==> src/hw/rtc_read_pkg.sv <==
package rtc_read_pkg;

    ////////////////////////////////////////////////////////////
    // Basic widths
    ////////////////////////////////////////////////////////////

    typedef logic [7:0] rtc_addr_t;
    typedef logic [7:0] bcd_t;

    // Clock registers in chip order
    typedef struct packed {
        bcd_t sec;
        bcd_t min;
        bcd_t hour;
        bcd_t date;
        bcd_t month;
        bcd_t year;
        bcd_t day;
    } rtc_time_t;

    typedef struct packed {
        bcd_t sec;
        bcd_t min;
        bcd_t hour;
    } timer_set_t;

    ////////////////////////////////////////////////////////////
    // Register bus
    ////////////////////////////////////////////////////////////

    typedef struct packed {
        logic      start;
        rtc_addr_t addr;
    } rtc_bus_req_t;

    typedef struct packed {
        logic busy;
        logic rd_valid;
        bcd_t rd_data;
    } rtc_bus_rsp_t;

    // Reader side of the arbiter with req held for the whole group
    typedef struct packed {
        logic      req;
        logic      start;
        rtc_addr_t addr;
    } reader_bus_t;

    ////////////////////////////////////////////////////////////
    // Register map
    ////////////////////////////////////////////////////////////

    localparam rtc_addr_t   CLOCK_CMD_ADDR    = 8'hf1;
    localparam rtc_addr_t   CLOCK_BASE_ADDR   = 8'h21;
    localparam int unsigned CLOCK_COUNT       = 7;

    localparam rtc_addr_t   TIMER_CMD_ADDR    = 8'hf2;
    localparam rtc_addr_t   TIMER_BASE_ADDR   = 8'h41;
    localparam int unsigned TIMER_COUNT       = 3;

    // Cycles the address is held before busy is looked at
    localparam int unsigned DEFAULT_ADDR_HOLD = 2;

endpackage

==> src/hw/group_reader.sv <==
`timescale 1ns/1ns

module group_reader
    import rtc_read_pkg::*;
#(
    parameter rtc_addr_t   CMD_ADDR  = CLOCK_CMD_ADDR,
    parameter rtc_addr_t   BASE_ADDR = CLOCK_BASE_ADDR,
    parameter int unsigned COUNT     = CLOCK_COUNT,
    parameter int unsigned ADDR_HOLD = DEFAULT_ADDR_HOLD
)
(
    input  logic             clk,
    input  logic             reset,
    input  logic             group_enable,
    input  logic             scan_start,
    input  logic             grant,
    input  rtc_bus_rsp_t     bus_rsp,
    output reader_bus_t      bus_out,
    output logic             finished,
    output bcd_t [COUNT-1:0] values
);

    // Index 0 is the command, 1..COUNT the registers
    localparam int unsigned IDX_W  = $clog2(COUNT + 1);
    localparam int unsigned HOLD_W = $clog2(ADDR_HOLD + 1);

    localparam logic [IDX_W-1:0]  LAST_IDX  = IDX_W'(COUNT);
    localparam logic [HOLD_W-1:0] HOLD_LOAD = HOLD_W'(ADDR_HOLD);

    typedef enum logic [2:0] {
        IDLE,
        REQUEST,
        HOLD,
        WAIT,
        DONE
    } state_t;

    state_t            state;
    logic [IDX_W-1:0]  index;
    logic [HOLD_W-1:0] hold_cnt;
    rtc_addr_t         cur_addr;
    logic              issue;
    logic              in_txn;
    logic              capture;

    ////////////////////////////////////////////////////////////
    // Transaction address and bus outputs
    ////////////////////////////////////////////////////////////

    assign issue  = (state == REQUEST) && grant;
    assign in_txn = (state == HOLD) || (state == WAIT);

    always_comb
    begin
        if (index == '0)
            cur_addr = CMD_ADDR;
        else
            cur_addr = BASE_ADDR + rtc_addr_t'(index) - rtc_addr_t'(1);
    end

    always_comb
    begin
        bus_out.req   = (state == REQUEST) || in_txn;
        bus_out.start = issue;
        // Address only shows while a transaction is open
        bus_out.addr  = (issue || in_txn) ? cur_addr : '0;
    end

    // Drops in the scan_start cycle itself
    assign finished = (state == DONE) && !scan_start;

    ////////////////////////////////////////////////////////////
    // Sequencing
    ////////////////////////////////////////////////////////////

    always_ff @(posedge clk or posedge reset)
    begin
        if (reset)
        begin
            state    <= IDLE;
            index    <= '0;
            hold_cnt <= '0;
        end
        else
        begin
            case (state)
                IDLE, DONE:
                begin
                    if (scan_start)
                    begin
                        index <= '0;
                        if (group_enable)
                            state <= REQUEST;
                        else
                            state <= DONE;
                    end
                end

                REQUEST:
                begin
                    if (grant)
                    begin
                        hold_cnt <= HOLD_LOAD;
                        state    <= HOLD;
                    end
                end

                HOLD:
                begin
                    hold_cnt <= hold_cnt - 1'b1;
                    if (hold_cnt == HOLD_W'(1))
                        state <= WAIT;
                end

                WAIT:
                begin
                    // Transaction over on first cycle without busy
                    if (!bus_rsp.busy)
                    begin
                        if (index == LAST_IDX)
                        begin
                            state <= DONE;
                        end
                        else
                        begin
                            index <= index + 1'b1;
                            state <= REQUEST;
                        end
                    end
                end

                default:
                begin
                    state <= IDLE;
                end
            endcase
        end
    end

    ////////////////////////////////////////////////////////////
    // Data capture
    ////////////////////////////////////////////////////////////

    // Command reply carries nothing worth keeping
    assign capture = in_txn && grant && bus_rsp.rd_valid && (index != '0);

    always_ff @(posedge clk or posedge reset)
    begin
        if (reset)
            values <= '0;
        else if (capture)
            values[index - 1'b1] <= bus_rsp.rd_data;
    end

endmodule

==> src/hw/rtc_bus_arbiter.sv <==
`timescale 1ns/1ns

module rtc_bus_arbiter
    import rtc_read_pkg::*;
(
    input  logic         clk,
    input  logic         reset,
    input  logic         scan_enable,
    input  reader_bus_t  clock_bus,
    input  reader_bus_t  timer_bus,
    input  logic         clock_finished,
    input  logic         timer_finished,
    output logic         clock_grant,
    output logic         timer_grant,
    output logic         scan_start,
    output rtc_bus_req_t bus_req,
    output logic         reading,
    output logic         scan_done
);

    typedef enum logic [1:0] {
        IDLE,
        SCANNING,
        CLOSING
    } state_t;

    state_t state;
    logic   all_finished;
    logic   clock_grant_next;
    logic   timer_grant_next;

    ////////////////////////////////////////////////////////////
    // Scan control
    ////////////////////////////////////////////////////////////

    assign all_finished = clock_finished && timer_finished;

    // A new scan may begin in the closing cycle itself
    assign scan_start = scan_enable && (state != SCANNING);
    assign scan_done  = (state == SCANNING) && all_finished;
    assign reading    = (state == SCANNING);

    always_ff @(posedge clk or posedge reset)
    begin
        if (reset)
        begin
            state <= IDLE;
        end
        else
        begin
            case (state)
                IDLE:
                begin
                    if (scan_enable)
                        state <= SCANNING;
                end

                SCANNING:
                begin
                    if (all_finished)
                        state <= CLOSING;
                end

                CLOSING:
                begin
                    // Restart straight away or rest
                    if (scan_enable)
                        state <= SCANNING;
                    else
                        state <= IDLE;
                end

                default:
                begin
                    state <= IDLE;
                end
            endcase
        end
    end

    ////////////////////////////////////////////////////////////
    // Grant with the clock reader first
    ////////////////////////////////////////////////////////////

    always_comb
    begin
        clock_grant_next = 1'b0;
        timer_grant_next = 1'b0;
        if (clock_grant && clock_bus.req)
            clock_grant_next = 1'b1;
        else if (timer_grant && timer_bus.req)
            timer_grant_next = 1'b1;
        else if (clock_bus.req)
            clock_grant_next = 1'b1;
        else if (timer_bus.req)
            timer_grant_next = 1'b1;
    end

    always_ff @(posedge clk or posedge reset)
    begin
        if (reset)
        begin
            clock_grant <= 1'b0;
            timer_grant <= 1'b0;
        end
        else
        begin
            clock_grant <= clock_grant_next;
            timer_grant <= timer_grant_next;
        end
    end

    // Bus stays at zero with nobody granted
    always_comb
    begin
        bus_req = '0;
        if (clock_grant)
        begin
            bus_req.start = clock_bus.start;
            bus_req.addr  = clock_bus.addr;
        end
        else if (timer_grant)
        begin
            bus_req.start = timer_bus.start;
            bus_req.addr  = timer_bus.addr;
        end
    end

endmodule

==> src/hw/rtc_reader_top.sv <==
`timescale 1ns/1ns

module rtc_reader_top
    import rtc_read_pkg::*;
#(
    parameter int unsigned ADDR_HOLD = DEFAULT_ADDR_HOLD
)
(
    input  logic         clk,
    input  logic         reset,
    input  logic         scan_enable,
    input  logic         clock_enable,
    input  logic         timer_enable,
    input  rtc_bus_rsp_t bus_rsp,
    output rtc_bus_req_t bus_req,
    output rtc_time_t    rtc_time,
    output timer_set_t   timer_set,
    output logic         reading,
    output logic         scan_done
);

    reader_bus_t            clock_bus;
    reader_bus_t            timer_bus;
    logic                   clock_grant;
    logic                   timer_grant;
    logic                   clock_finished;
    logic                   timer_finished;
    logic                   scan_start;
    bcd_t [CLOCK_COUNT-1:0] clock_values;
    bcd_t [TIMER_COUNT-1:0] timer_values;

    ////////////////////////////////////////////////////////////
    // Readers
    ////////////////////////////////////////////////////////////

    group_reader #(
        .CMD_ADDR  (CLOCK_CMD_ADDR),
        .BASE_ADDR (CLOCK_BASE_ADDR),
        .COUNT     (CLOCK_COUNT),
        .ADDR_HOLD (ADDR_HOLD)
    ) clock_reader (
        .clk          (clk),
        .reset        (reset),
        .group_enable (clock_enable),
        .scan_start   (scan_start),
        .grant        (clock_grant),
        .bus_rsp      (bus_rsp),
        .bus_out      (clock_bus),
        .finished     (clock_finished),
        .values       (clock_values)
    );

    group_reader #(
        .CMD_ADDR  (TIMER_CMD_ADDR),
        .BASE_ADDR (TIMER_BASE_ADDR),
        .COUNT     (TIMER_COUNT),
        .ADDR_HOLD (ADDR_HOLD)
    ) timer_reader (
        .clk          (clk),
        .reset        (reset),
        .group_enable (timer_enable),
        .scan_start   (scan_start),
        .grant        (timer_grant),
        .bus_rsp      (bus_rsp),
        .bus_out      (timer_bus),
        .finished     (timer_finished),
        .values       (timer_values)
    );

    ////////////////////////////////////////////////////////////
    // Shared bus
    ////////////////////////////////////////////////////////////

    rtc_bus_arbiter arbiter (
        .clk            (clk),
        .reset          (reset),
        .scan_enable    (scan_enable),
        .clock_bus      (clock_bus),
        .timer_bus      (timer_bus),
        .clock_finished (clock_finished),
        .timer_finished (timer_finished),
        .clock_grant    (clock_grant),
        .timer_grant    (timer_grant),
        .scan_start     (scan_start),
        .bus_req        (bus_req),
        .reading        (reading),
        .scan_done      (scan_done)
    );

    // Slot 0 holds the lowest register address
    assign rtc_time.sec   = clock_values[0];
    assign rtc_time.min   = clock_values[1];
    assign rtc_time.hour  = clock_values[2];
    assign rtc_time.date  = clock_values[3];
    assign rtc_time.month = clock_values[4];
    assign rtc_time.year  = clock_values[5];
    assign rtc_time.day   = clock_values[6];

    assign timer_set.sec  = timer_values[0];
    assign timer_set.min  = timer_values[1];
    assign timer_set.hour = timer_values[2];

endmodule

==> config.mk <==
export PLATFORM = sky130hd
export DESIGN_NAME = rtc_reader_top
export DESIGN_NICKNAME = d
export VERILOG_FILES = /design/src/hw/rtc_read_pkg.sv /design/src/hw/group_reader.sv /design/src/hw/rtc_bus_arbiter.sv /design/src/hw/rtc_reader_top.sv
export SDC_FILE = /design/constraint.sdc
export NUM_CORES = 1
export LEC_CHECK = 0
export BUFFER_PORTS_ARGS = -buffer_cell sky130_fd_sc_hd__buf_2
export CORE_ASPECT_RATIO = 1.2
export CORE_MARGIN = 4
export CORE_UTILIZATION = 40
export DETAILED_ROUTE_END_ITERATION = 6
export HOLD_SLACK_MARGIN = 0.06
export PLACE_DENSITY_LB_ADDON = 0.3
export SETUP_SLACK_MARGIN = 0.1
export SYNTH_ARGS = -nofsm -noshare
export SYNTH_HDL_FRONTEND = slang
export SYNTH_SLANG_ARGS = --single-unit
==> constraint.sdc <==
create_clock -name clk -period 3.8 [get_ports clk]
set_input_delay 0.38 -clock clk [delete_from_list [all_inputs] [get_ports clk]]
set_output_delay 0.38 -clock clk [all_outputs]
set_load 0.05 [all_outputs]
==> results of run 1 <==
final timing paths:
check / to / slack [ns] / depth (start not counted)
min in group asynchronous: timer_reader.hold_cnt[1] / 0.57 / 3
min reg2reg: clock_reader.values[21] / 0.50 / 1
max in group asynchronous: clock_reader.values[29] / 2.28 / 4
max: bus_req[5] / 0.94 / 6
max reg2reg: clock_reader.values[0] / 1.12 / 6
min: arbiter.state[0] / 0.29 / 2
final cells by class:
class                   count  share of cell area
clock buffers               9             0.04232
clock inverters             6             0.01082
inverters                  20             0.01458
multi-input cells         205              0.3329
flip-flops and latches     99              0.4656
well taps                 129             0.03033
repair buffers            108              0.1035
cell families after synthesis:
| kind of cell | share of synthesized area |
|---|---|
| XOR/XNOR | 0.009716 |
| AND/OR/NAND/NOR | 0.08915 |
| adder cells (fa/ha/maj) | 0.03428 |
| AO/OA/AOI/OAI | 0.06057 |
| flip-flops | 0.5657 |
| buffers and inverters | 0.02971 |
| multiplexers | 0.2109 |
layer usage:
metal	GRT usage	wire, microns	up-vias	share of wire
met1	0.2216	4582	1527	0.44
met5	0	0	-	0
met4	0.04239	98	0	0.0093
met3	0.05786	729	9	0.070
li1	-	-	1404	-
met2	0.2754	5072	78	0.48
worst max-delay path: cells and delay by family (launching register included):
family          cells  cell delay, ns
flops               1            0.51
fa+ha+maj           1            0.20
compound gates      1            0.23
simple gates        2            0.67
buf+inv             2            0.54
power groups by stage:
stage	logic (mW)	registers, mW	clock network, mW
after floorplan	0.359	1.28	0
after global placement	0.517	1.23	0
after detailed placement	0.528	1.23	0
after CTS	0.530	1.22	0.901
after global routing	0.577	1.23	0.954
final	0.526	1.22	0.880
synth_stat cells, types with 4 or more instances:
cell       n  share of area
mux2_2    80           0.21
nor3_1     7         0.0080
ha_1      12          0.034
nand2_1    7         0.0060
nor2_1    16          0.014
clkbuf_1   4         0.0034
a22o_1     4         0.0080
dfrtp_1   99           0.57
buf_1      8         0.0069
nand2b_1  11          0.016
nor2b_1    4         0.0057
o21ai_0    6         0.0069
inv_1     20          0.017
nand4_1    5         0.0071
a21oi_1   11          0.013
placed cells by master, fill, tap and decap left out, drive strengths merged, types with 2 or more instances in the layout:
cell       n
a21oi     11
nand2b    11
or2        2
nand4      5
ha        12
a22o       4
nor4       2
o21ai      6
o22ai      3
a221oi     2
and2       2
xor2       2
dfrtp     99
nand2      8
xnor2      2
o2bb2ai    2
nor2      19
a31oi      2
o22a       2
nand3      2
inv       24
clkbuf     9
mux2      82
clkinv     2
buf      107
nor3       9
nor2b      4
o32ai      3
stage by stage:
stage | hold slack, ns | cell area, sq um | cells | power, mW
global placement | 0.3973 | 5029 | 560 | 1.750
detailed placement | 0.4006 | 5029 | 560 | 1.763
floorplan | 0.5103 | 4379 | 338 | 1.635
CTS | 0.2841 | 5321 | 576 | 2.646
finish | 0.2917 | 5321 | 576 | 2.621
global route | 0.2965 | 5321 | 576 | 2.758
flip-flops by register name, indices dropped and copies added (netlist names):
| signal | count |
|---|---|
| arbiter.clock_grant | 1 |
| clock_reader.values | 56 |
| arbiter.state | 2 |
| timer_reader.state | 3 |
| clock_reader.state | 3 |
| timer_reader.index | 2 |
| timer_reader.hold_cnt | 2 |
| arbiter.timer_grant | 1 |
| timer_reader.values | 24 |
| clock_reader.hold_cnt | 2 |
| clock_reader.index | 3 |
timing repair:
item                                   in CTS  in global routing
hold buffers                                1                  0
buffers inserted                            0                  0
setup endpoints to repair                   0                  0
endpoints found under the hold margin      27                  0
==> flow_metrics.tcl, run 1 <==
set metrics [dict create \
    port_buffers 105 \
    p_int_mw 1.756 \
    wl_microns 10480 \
    ys_seq_elements 99 \
    worstMarginPinSlew_ns 0.8933 \
    clkPwrFrac 0.336 \
    cts_buffers 9 \
    timing.rr.start "clock_reader.index[0]" \
    overflow 0 \
    cts_tree "built" \
    holdCritPathClass "primary input to flip-flop" \
    fin_ws_ns 0.9398 \
    cts_max_path_buffers 2 \
    irDropWorstVdd_mv 0.2134 \
    cts_resized 0 \
    setup_viol 0 \
    crit_path_cell_trace "inv_1 -> ha_1 -> nor2b_1 -> nor4b_1 -> o21ai_0 -> buf_2" \
    area.sequential_sq_um 2477 \
    p_comb_frac 0.201 \
    rows 41 \
    first_global_vias 3191 \
    critical_path_class "flip-flop to output port" \
    cts_max_level 3 \
    cts.reportedPaths.clkPinSlew_ns 0.07 \
    cellPowerDensity_nw_per_um2 492.5 \
    core_area_sq_um 10620 \
    drc_errors 0 \
    clk_latency_ns 0.34 \
    maxSlewViolCount 0 \
    synth_ff_type "dfrtp_1" \
    hold_violations 0 \
    viasPerCell 5.240 \
    fin_nets 470 \
    grt_pass1_wl_microns 17060 \
    fill_cells 950 \
    die_w_microns 103.5 \
    slew_headroom 0.4023 \
    fin_worst_skew_ns 0.005310 \
    hold_start "scan_enable" \
    die-area_sq_um 12690 \
    antenna_found_initial 0 \
    post-route-period-util 0.7527 \
    async_flop_share 1.000 \
    swShare 0.3301 \
    netlist-cell-type-count 43 \
    dp_slack_ns 1.138 \
    max_stage_delay_ns 0.54 \
    avgSynthCellArea_sq_um 12.96 \
    layout-drive-gt1-share 0.4765 \
    cts.sinks 99 \
    root_buffer "clkbuf_16" \
    crit_arrival_ns 2.48 \
    grt_setup_unrepaired "no" \
    dr.pass1.iters 4 \
    grt_max_degree 49 \
    cpMaxStageDelayCell "nor2b_1" \
    syn-cell-area_sq_um 4379 \
    n_antenna_cell 0 \
    required_ns 3.42 \
    synthCells 338 \
    wl_per_cell_microns 18.20 \
    ys.warnings.count 0 \
    synth_nets 365 \
    syn2layout_area_growth_pct 21.51 \
    crit_path_max_fanout 10 \
    final_util 0.5011 \
    ios 106 \
    cp-start-kind "flip-flop" \
    crit_start "clock_reader.index[0]" \
    initial_utilization 0.4124 \
    ys_seq_area_frac 0.5657 \
    vias 3018 \
    period_needed_ns 2.860 \
    drt-initial-drc-count 105 \
    cp-end-kind "output port" \
    dpl.hpwl_microns 7598 \
    seq_power_share 0.464 \
    grt_usage 0.1698 \
    multi_input_area_sq_um 1772 \
    synth_edf_count 0 \
    ant_nets 0 \
    switching_power_uw 865.0 \
    gp_congestion 0.8406 \
    fp.dieH_microns 122.6 \
    leakagePower_nw 2.882 \
    status "finished, final reports clean" \
    max_freq_mhz 349.6 \
    final.setup.tns_ns 0 \
    drv_cap 0 \
]
Power figures use the tool's default switching activity.
==> run 2: changes to the inputs <==
Clock period 3.8 ns to 2.9 ns, I/O delays scaled along.
==> run 2 against run 1 <==
Against the previous run:
- critical path depth unchanged
- worst hold slack lost 0.21 ns
- register-to-register slack worse by 0.60 ns
- global-route usage is 0.61 points lower
- worst setup slack worse by 0.64 ns
- final area is 0.45% higher
- combinational power up 31%
- flip-flop and latch count unchanged
- clock power grew 27%
- critical path type unchanged
- critical endpoint unchanged
- highest routed layer unchanged
==> flow_metrics.tcl, run 2 (same netlist as run 1, synthesis figures left out) <==
set metrics [dict create \
    viasPerCell 5.243 \
    r2r_cells 6 \
    crit_path_max_fanout 8 \
    irDropWorstVdd_mv 0.3719 \
    vias 3025 \
    clk_latency_ns 0.34 \
    setup_viol 0 \
    post-route-period-util 0.8972 \
    regMostFlops "clock_reader.values" \
    reg2reg_to "clock_reader.values[4]" \
    r2r_slack_ns 0.52 \
    maxSlewViolCount 0 \
    layout-drive-gt1-share 0.4844 \
    drc_errors 0 \
    cts.sinks 99 \
    wl_microns 10120 \
    status "finished, final reports clean" \
    ant_nets 0 \
    antenna_found_initial 0 \
    final_cell_mix "buf_2 (105), dfrtp_1 (99), mux2_2 (80)" \
    syn2layout_area_growth_pct 22.06 \
    period_needed_ns 2.602 \
    dr.pass1.iters 4 \
    largest_register_ff_count 56 \
    p_int_mw 2.291 \
    layout_commonest_cell "buf_2" \
    grt_usage 0.1638 \
    dp_slack_ns 0.5450 \
    final.setup.tns_ns 0 \
    root_buffer "clkbuf_16" \
    cts_max_path_buffers 2 \
    initial_utilization 0.4124 \
    cts_hold_buf 0 \
    grt_pass1_wl_microns 16350 \
    rows 41 \
    fp.dieH_microns 122.6 \
    cts_resized 0 \
    cts_buffers 9 \
    grt_max_degree 100 \
    worstMarginPinSlew_ns 0.7114 \
    fin_nets 471 \
    max_freq_mhz 384.3 \
    required_ns 2.61 \
    fin_ws_ns 0.2980 \
    fin_worst_skew_ns 0.007198 \
    n_antenna_cell 0 \
    cp-start-kind "flip-flop" \
    grt_setup_unrepaired "no" \
    wl_per_cell_microns 17.53 \
    cts_tree "built" \
    hold_violations 0 \
    switching_power_mw 1.114 \
    drt-initial-drc-count 93 \
    cts.reportedPaths.clkPinSlew_ns 0.07 \
    gp_congestion 0.8575 \
    core_area_sq_um 10620 \
    first_global_vias 3119 \
    die_w_microns 103.5 \
    port_buffers 105 \
    overflow 0 \
    clkPwrFrac 0.329 \
    leakagePower_nw 2.881 \
    holdCritPathClass "primary input to async pin" \
    crit_arrival_ns 2.31 \
    swShare 0.3270 \
    p_comb_frac 0.203 \
    timing.rr.start "clock_reader.index[1]" \
    drv_cap 0 \
    cellPowerDensity_nw_per_um2 637.0 \
    die-area_sq_um 12690 \
    dpl.hpwl_microns 7227 \
    cts_max_level 3 \
    ios 106 \
    cp-end-kind "output port" \
    top_regs "clock_reader.values (56), timer_reader.values (24)" \
    slew_headroom 0.5247 \
    cts_setup_buffers 0 \
    critical_path_class "flip-flop to output port" \
    seq_power_share 0.468 \
]
[run 2: cell count changes in the layout (fill, tap and decap cells not counted), sizes merged]
| cell | change |
|---|---|
| inv | -2 |
| clkinvlp | +3 |
| dlygate4sd3 | -1 |
| clkinv | -1 |
| buf | +2 |
[run 2: cell type report]
cell class | count | area [sq um]
Fill cell | 971 | 5274
Sequential cell | 99 | 2477
Multi-Input combinational cell | 205 | 1785
Timing Repair Buffer | 109 | 568.0
Clock buffer | 9 | 225.2
Tap cell | 129 | 161.4
Inverter | 20 | 78.83
Clock inverter | 6 | 48.80
[run 2: worst max-delay path, cell delays in order, from the launching register on]
cell,delay [ns]
dfrtp_1,0.37
inv_1,0.18
ha_1,0.19
nor2b_1,0.59
nor4b_1,0.15
o21ai_1,0.20
buf_2,0.30
[run 2: through the flow]
stage	hold WS [ns]	util	power, mW	cell area (sq um)	instances
after floorplan	0.4360	-	2.144	4397	338
after global placement	0.4707	0.4776	2.297	5071	562
after detailed placement	0.4739	0.4776	2.315	5071	562
after CTS	0.1153	0.5034	3.445	5345	577
after global routing	0.1386	0.5034	3.575	5345	577
final	0.08629	0.5034	3.405	5345	577
[run 2: worst max-delay path by stage]
stage / slack (ns) / to / cells past startpoint / from
after CTS: 0.32 / bus_req[5] / 6 / clock_reader.index[0]
after global routing: 0.16 / bus_req[0] / 6 / clock_reader.index[0]
final: 0.30 / bus_req[5] / 6 / clock_reader.index[0]
after detailed placement: 0.55 / clock_reader.values[0] / 6 / clock_reader.index[1]
after floorplan: 0.20 / bus_req[2] / 6 / clock_reader.index[0]
after global placement: 0.61 / clock_reader.values[26] / 6 / clock_reader.index[0]
[run 2: power by group through the flow]
| stage | logic (mW) | registers (mW) | clock network (mW) |
|---|---|---|---|
| final | 0.690 | 1.59 | 1.12 |
| after global placement | 0.681 | 1.62 | 0 |
| after detailed placement | 0.696 | 1.62 | 0 |
| after CTS | 0.696 | 1.59 | 1.15 |
| after global routing | 0.757 | 1.61 | 1.21 |
| after floorplan | 0.473 | 1.67 | 0 |
[run 2: metal layers]
layer	vias up	share of wire	track usage
li1	1402	-	-
met1	1529	0.43	0.2055
met2	85	0.48	0.2762
met3	9	0.071	0.05208
met4	0	0.011	0.04489
met5	-	0	0
==> run 3: changes to the inputs <==
Clock period 2.9 ns to 3.2 ns, I/O delays scaled along.
==> run 3 against run 2 <==
Against the previous run:
- worst setup slack better by 0.0053 ns
- die area is the same
- non-clock buffer count decreased by 2
- final area is 0.47% lower
- routed wire length increased by 5.4%
- largest power group unchanged
==> flow_metrics.tcl, run 3 (same netlist as run 1, synthesis figures left out) <==
set metrics [dict create \
    dp.cells 560 \
    leakagePower_nw 2.874 \
    layout_commonest_cell "buf_2" \
    cts_setup_buffers 0 \
    die-area_sq_um 12690 \
    slew_headroom 0.3312 \
    regMostFlops "clock_reader.values" \
    fin_ws_ns 0.3032 \
    die_w_microns 103.5 \
    dpl-instance-area_sq_um 5035 \
    cts.sinks 99 \
    viasPerCell 5.328 \
    syn2layout_area_growth_pct 21.49 \
    final.setup.tns_ns 0 \
    vias 3069 \
    cp-start-kind "flip-flop" \
    final_cell_mix "buf_2 (105), dfrtp_1 (99), mux2_2 (80)" \
    maxSlewViolCount 0 \
    cts_tree "built" \
    dp_slack_ns 0.5497 \
    gp_congestion 0.8732 \
    drv_cap 0 \
    layout-drive-gt1-share 0.4810 \
    reg2reg_to "clock_reader.values[1]" \
    clk_latency_ns 0.34 \
    r2r_slack_ns 0.51 \
    n_antenna_cell 0 \
    first_global_vias 3174 \
    antenna_found_initial 0 \
    drc_errors 0 \
    core_area_sq_um 10620 \
    finalPower_mw 3.104 \
    cp-end-kind "output port" \
    initial_utilization 0.4124 \
    drt-initial-drc-count 102 \
    cts_max_level 3 \
    top_regs "clock_reader.values (56), timer_reader.values (24)" \
    max_freq_mhz 345.2 \
    dpl.hpwl_microns 7743 \
    dr.pass1.iters 4 \
    crit_arrival_ns 2.58 \
    wl_per_cell_microns 18.51 \
    critical_path_class "flip-flop to output port" \
    fin_worst_skew_ns 0.004370 \
    status "finished, final reports clean" \
    layout.cells.non_filler 576 \
    cellPowerDensity_nw_per_um2 583.4 \
    cts_buffers 9 \
    cts_resized 0 \
    cts.reportedPaths.clkPinSlew_ns 0.07 \
    overflow 0 \
    post-route-period-util 0.9052 \
    crit_path_max_fanout 10 \
    wl_microns 10660 \
    design_area_sq_um 5320 \
    rows 41 \
    period_needed_ns 2.897 \
    holdCritPathClass "primary input to async pin" \
    fin_nets 469 \
    root_buffer "clkbuf_16" \
    grt_pass1_wl_microns 17020 \
    grt_usage 0.1716 \
    required_ns 2.88 \
    timing.rr.start "clock_reader.index[0]" \
    ant_nets 0 \
    r2r_cells 6 \
    port_buffers 105 \
    grt_setup_unrepaired "no" \
    fp.dieH_microns 122.6 \
    hold_violations 0 \
    grt_max_degree 86 \
    cts_max_path_buffers 2 \
    irDropWorstVdd_mv 0.3267 \
    ios 106 \
    cts_hold_buf 0 \
    setup_viol 0 \
    largest_register_ff_count 56 \
    worstMarginPinSlew_ns 1.003 \
]
[run 3: metal layers]
| layer | share of wire | track usage | vias to the layer above |
|---|---|---|---|
| li1 | - | - | 1398 |
| met1 | 0.43 | 0.2154 | 1556 |
| met2 | 0.49 | 0.2868 | 103 |
| met3 | 0.067 | 0.05260 | 12 |
| met4 | 0.015 | 0.05486 | 0 |
| met5 | 0 | 0 | - |
[run 3: worst max-delay path by stage]
stage	from	depth (start not counted)	slack (ns)	to
floorplan	reset	1	0.29	arbiter.clock_grant
global placement	clock_reader.index[0]	6	0.71	clock_reader.values[3]
detailed placement	clock_reader.index[0]	6	0.55	clock_reader.values[1]
CTS	clock_reader.index[0]	6	0.31	bus_req[5]
global route	clock_reader.index[0]	6	0.12	bus_req[5]
finish	clock_reader.index[0]	6	0.30	bus_req[5]
[run 3: power breakdown]
part | internal, mW | switching [mW]
clock | 0.541 | 0.489
sequential | 1.35 | 0.102
combinational | 0.196 | 0.430
total | 2.08 | 1.02
[run 3: metrics by stage]
stage	util	hold WS [ns]
after CTS	0.5010	0.2235
final	0.5010	0.1948
after floorplan	-	0.4660
after global routing	0.5010	0.2319
after global placement	0.4741	0.4661
after detailed placement	0.4741	0.4766
[run 3: worst max-delay path: stages, from the launching register on]
cell and delay [ns]:
dfrtp_1 0.50, inv_1 0.25, ha_1 0.21, nor2b_1 0.56, nor4b_1 0.14, o21ai_0 0.26, buf_2 0.31
[run 3: area by class of cell]
| type | instances | area (sq um) |
|---|---|---|
| well taps | 129 | 161.4 |
| inverters | 20 | 77.57 |
| clock inverters | 7 | 60.06 |
| multi-input cells | 205 | 1778 |
| fillers | 958 | 5299 |
| clock buffers | 9 | 225.2 |
| flip-flops and latches | 99 | 2477 |
| repair buffers | 107 | 540.5 |
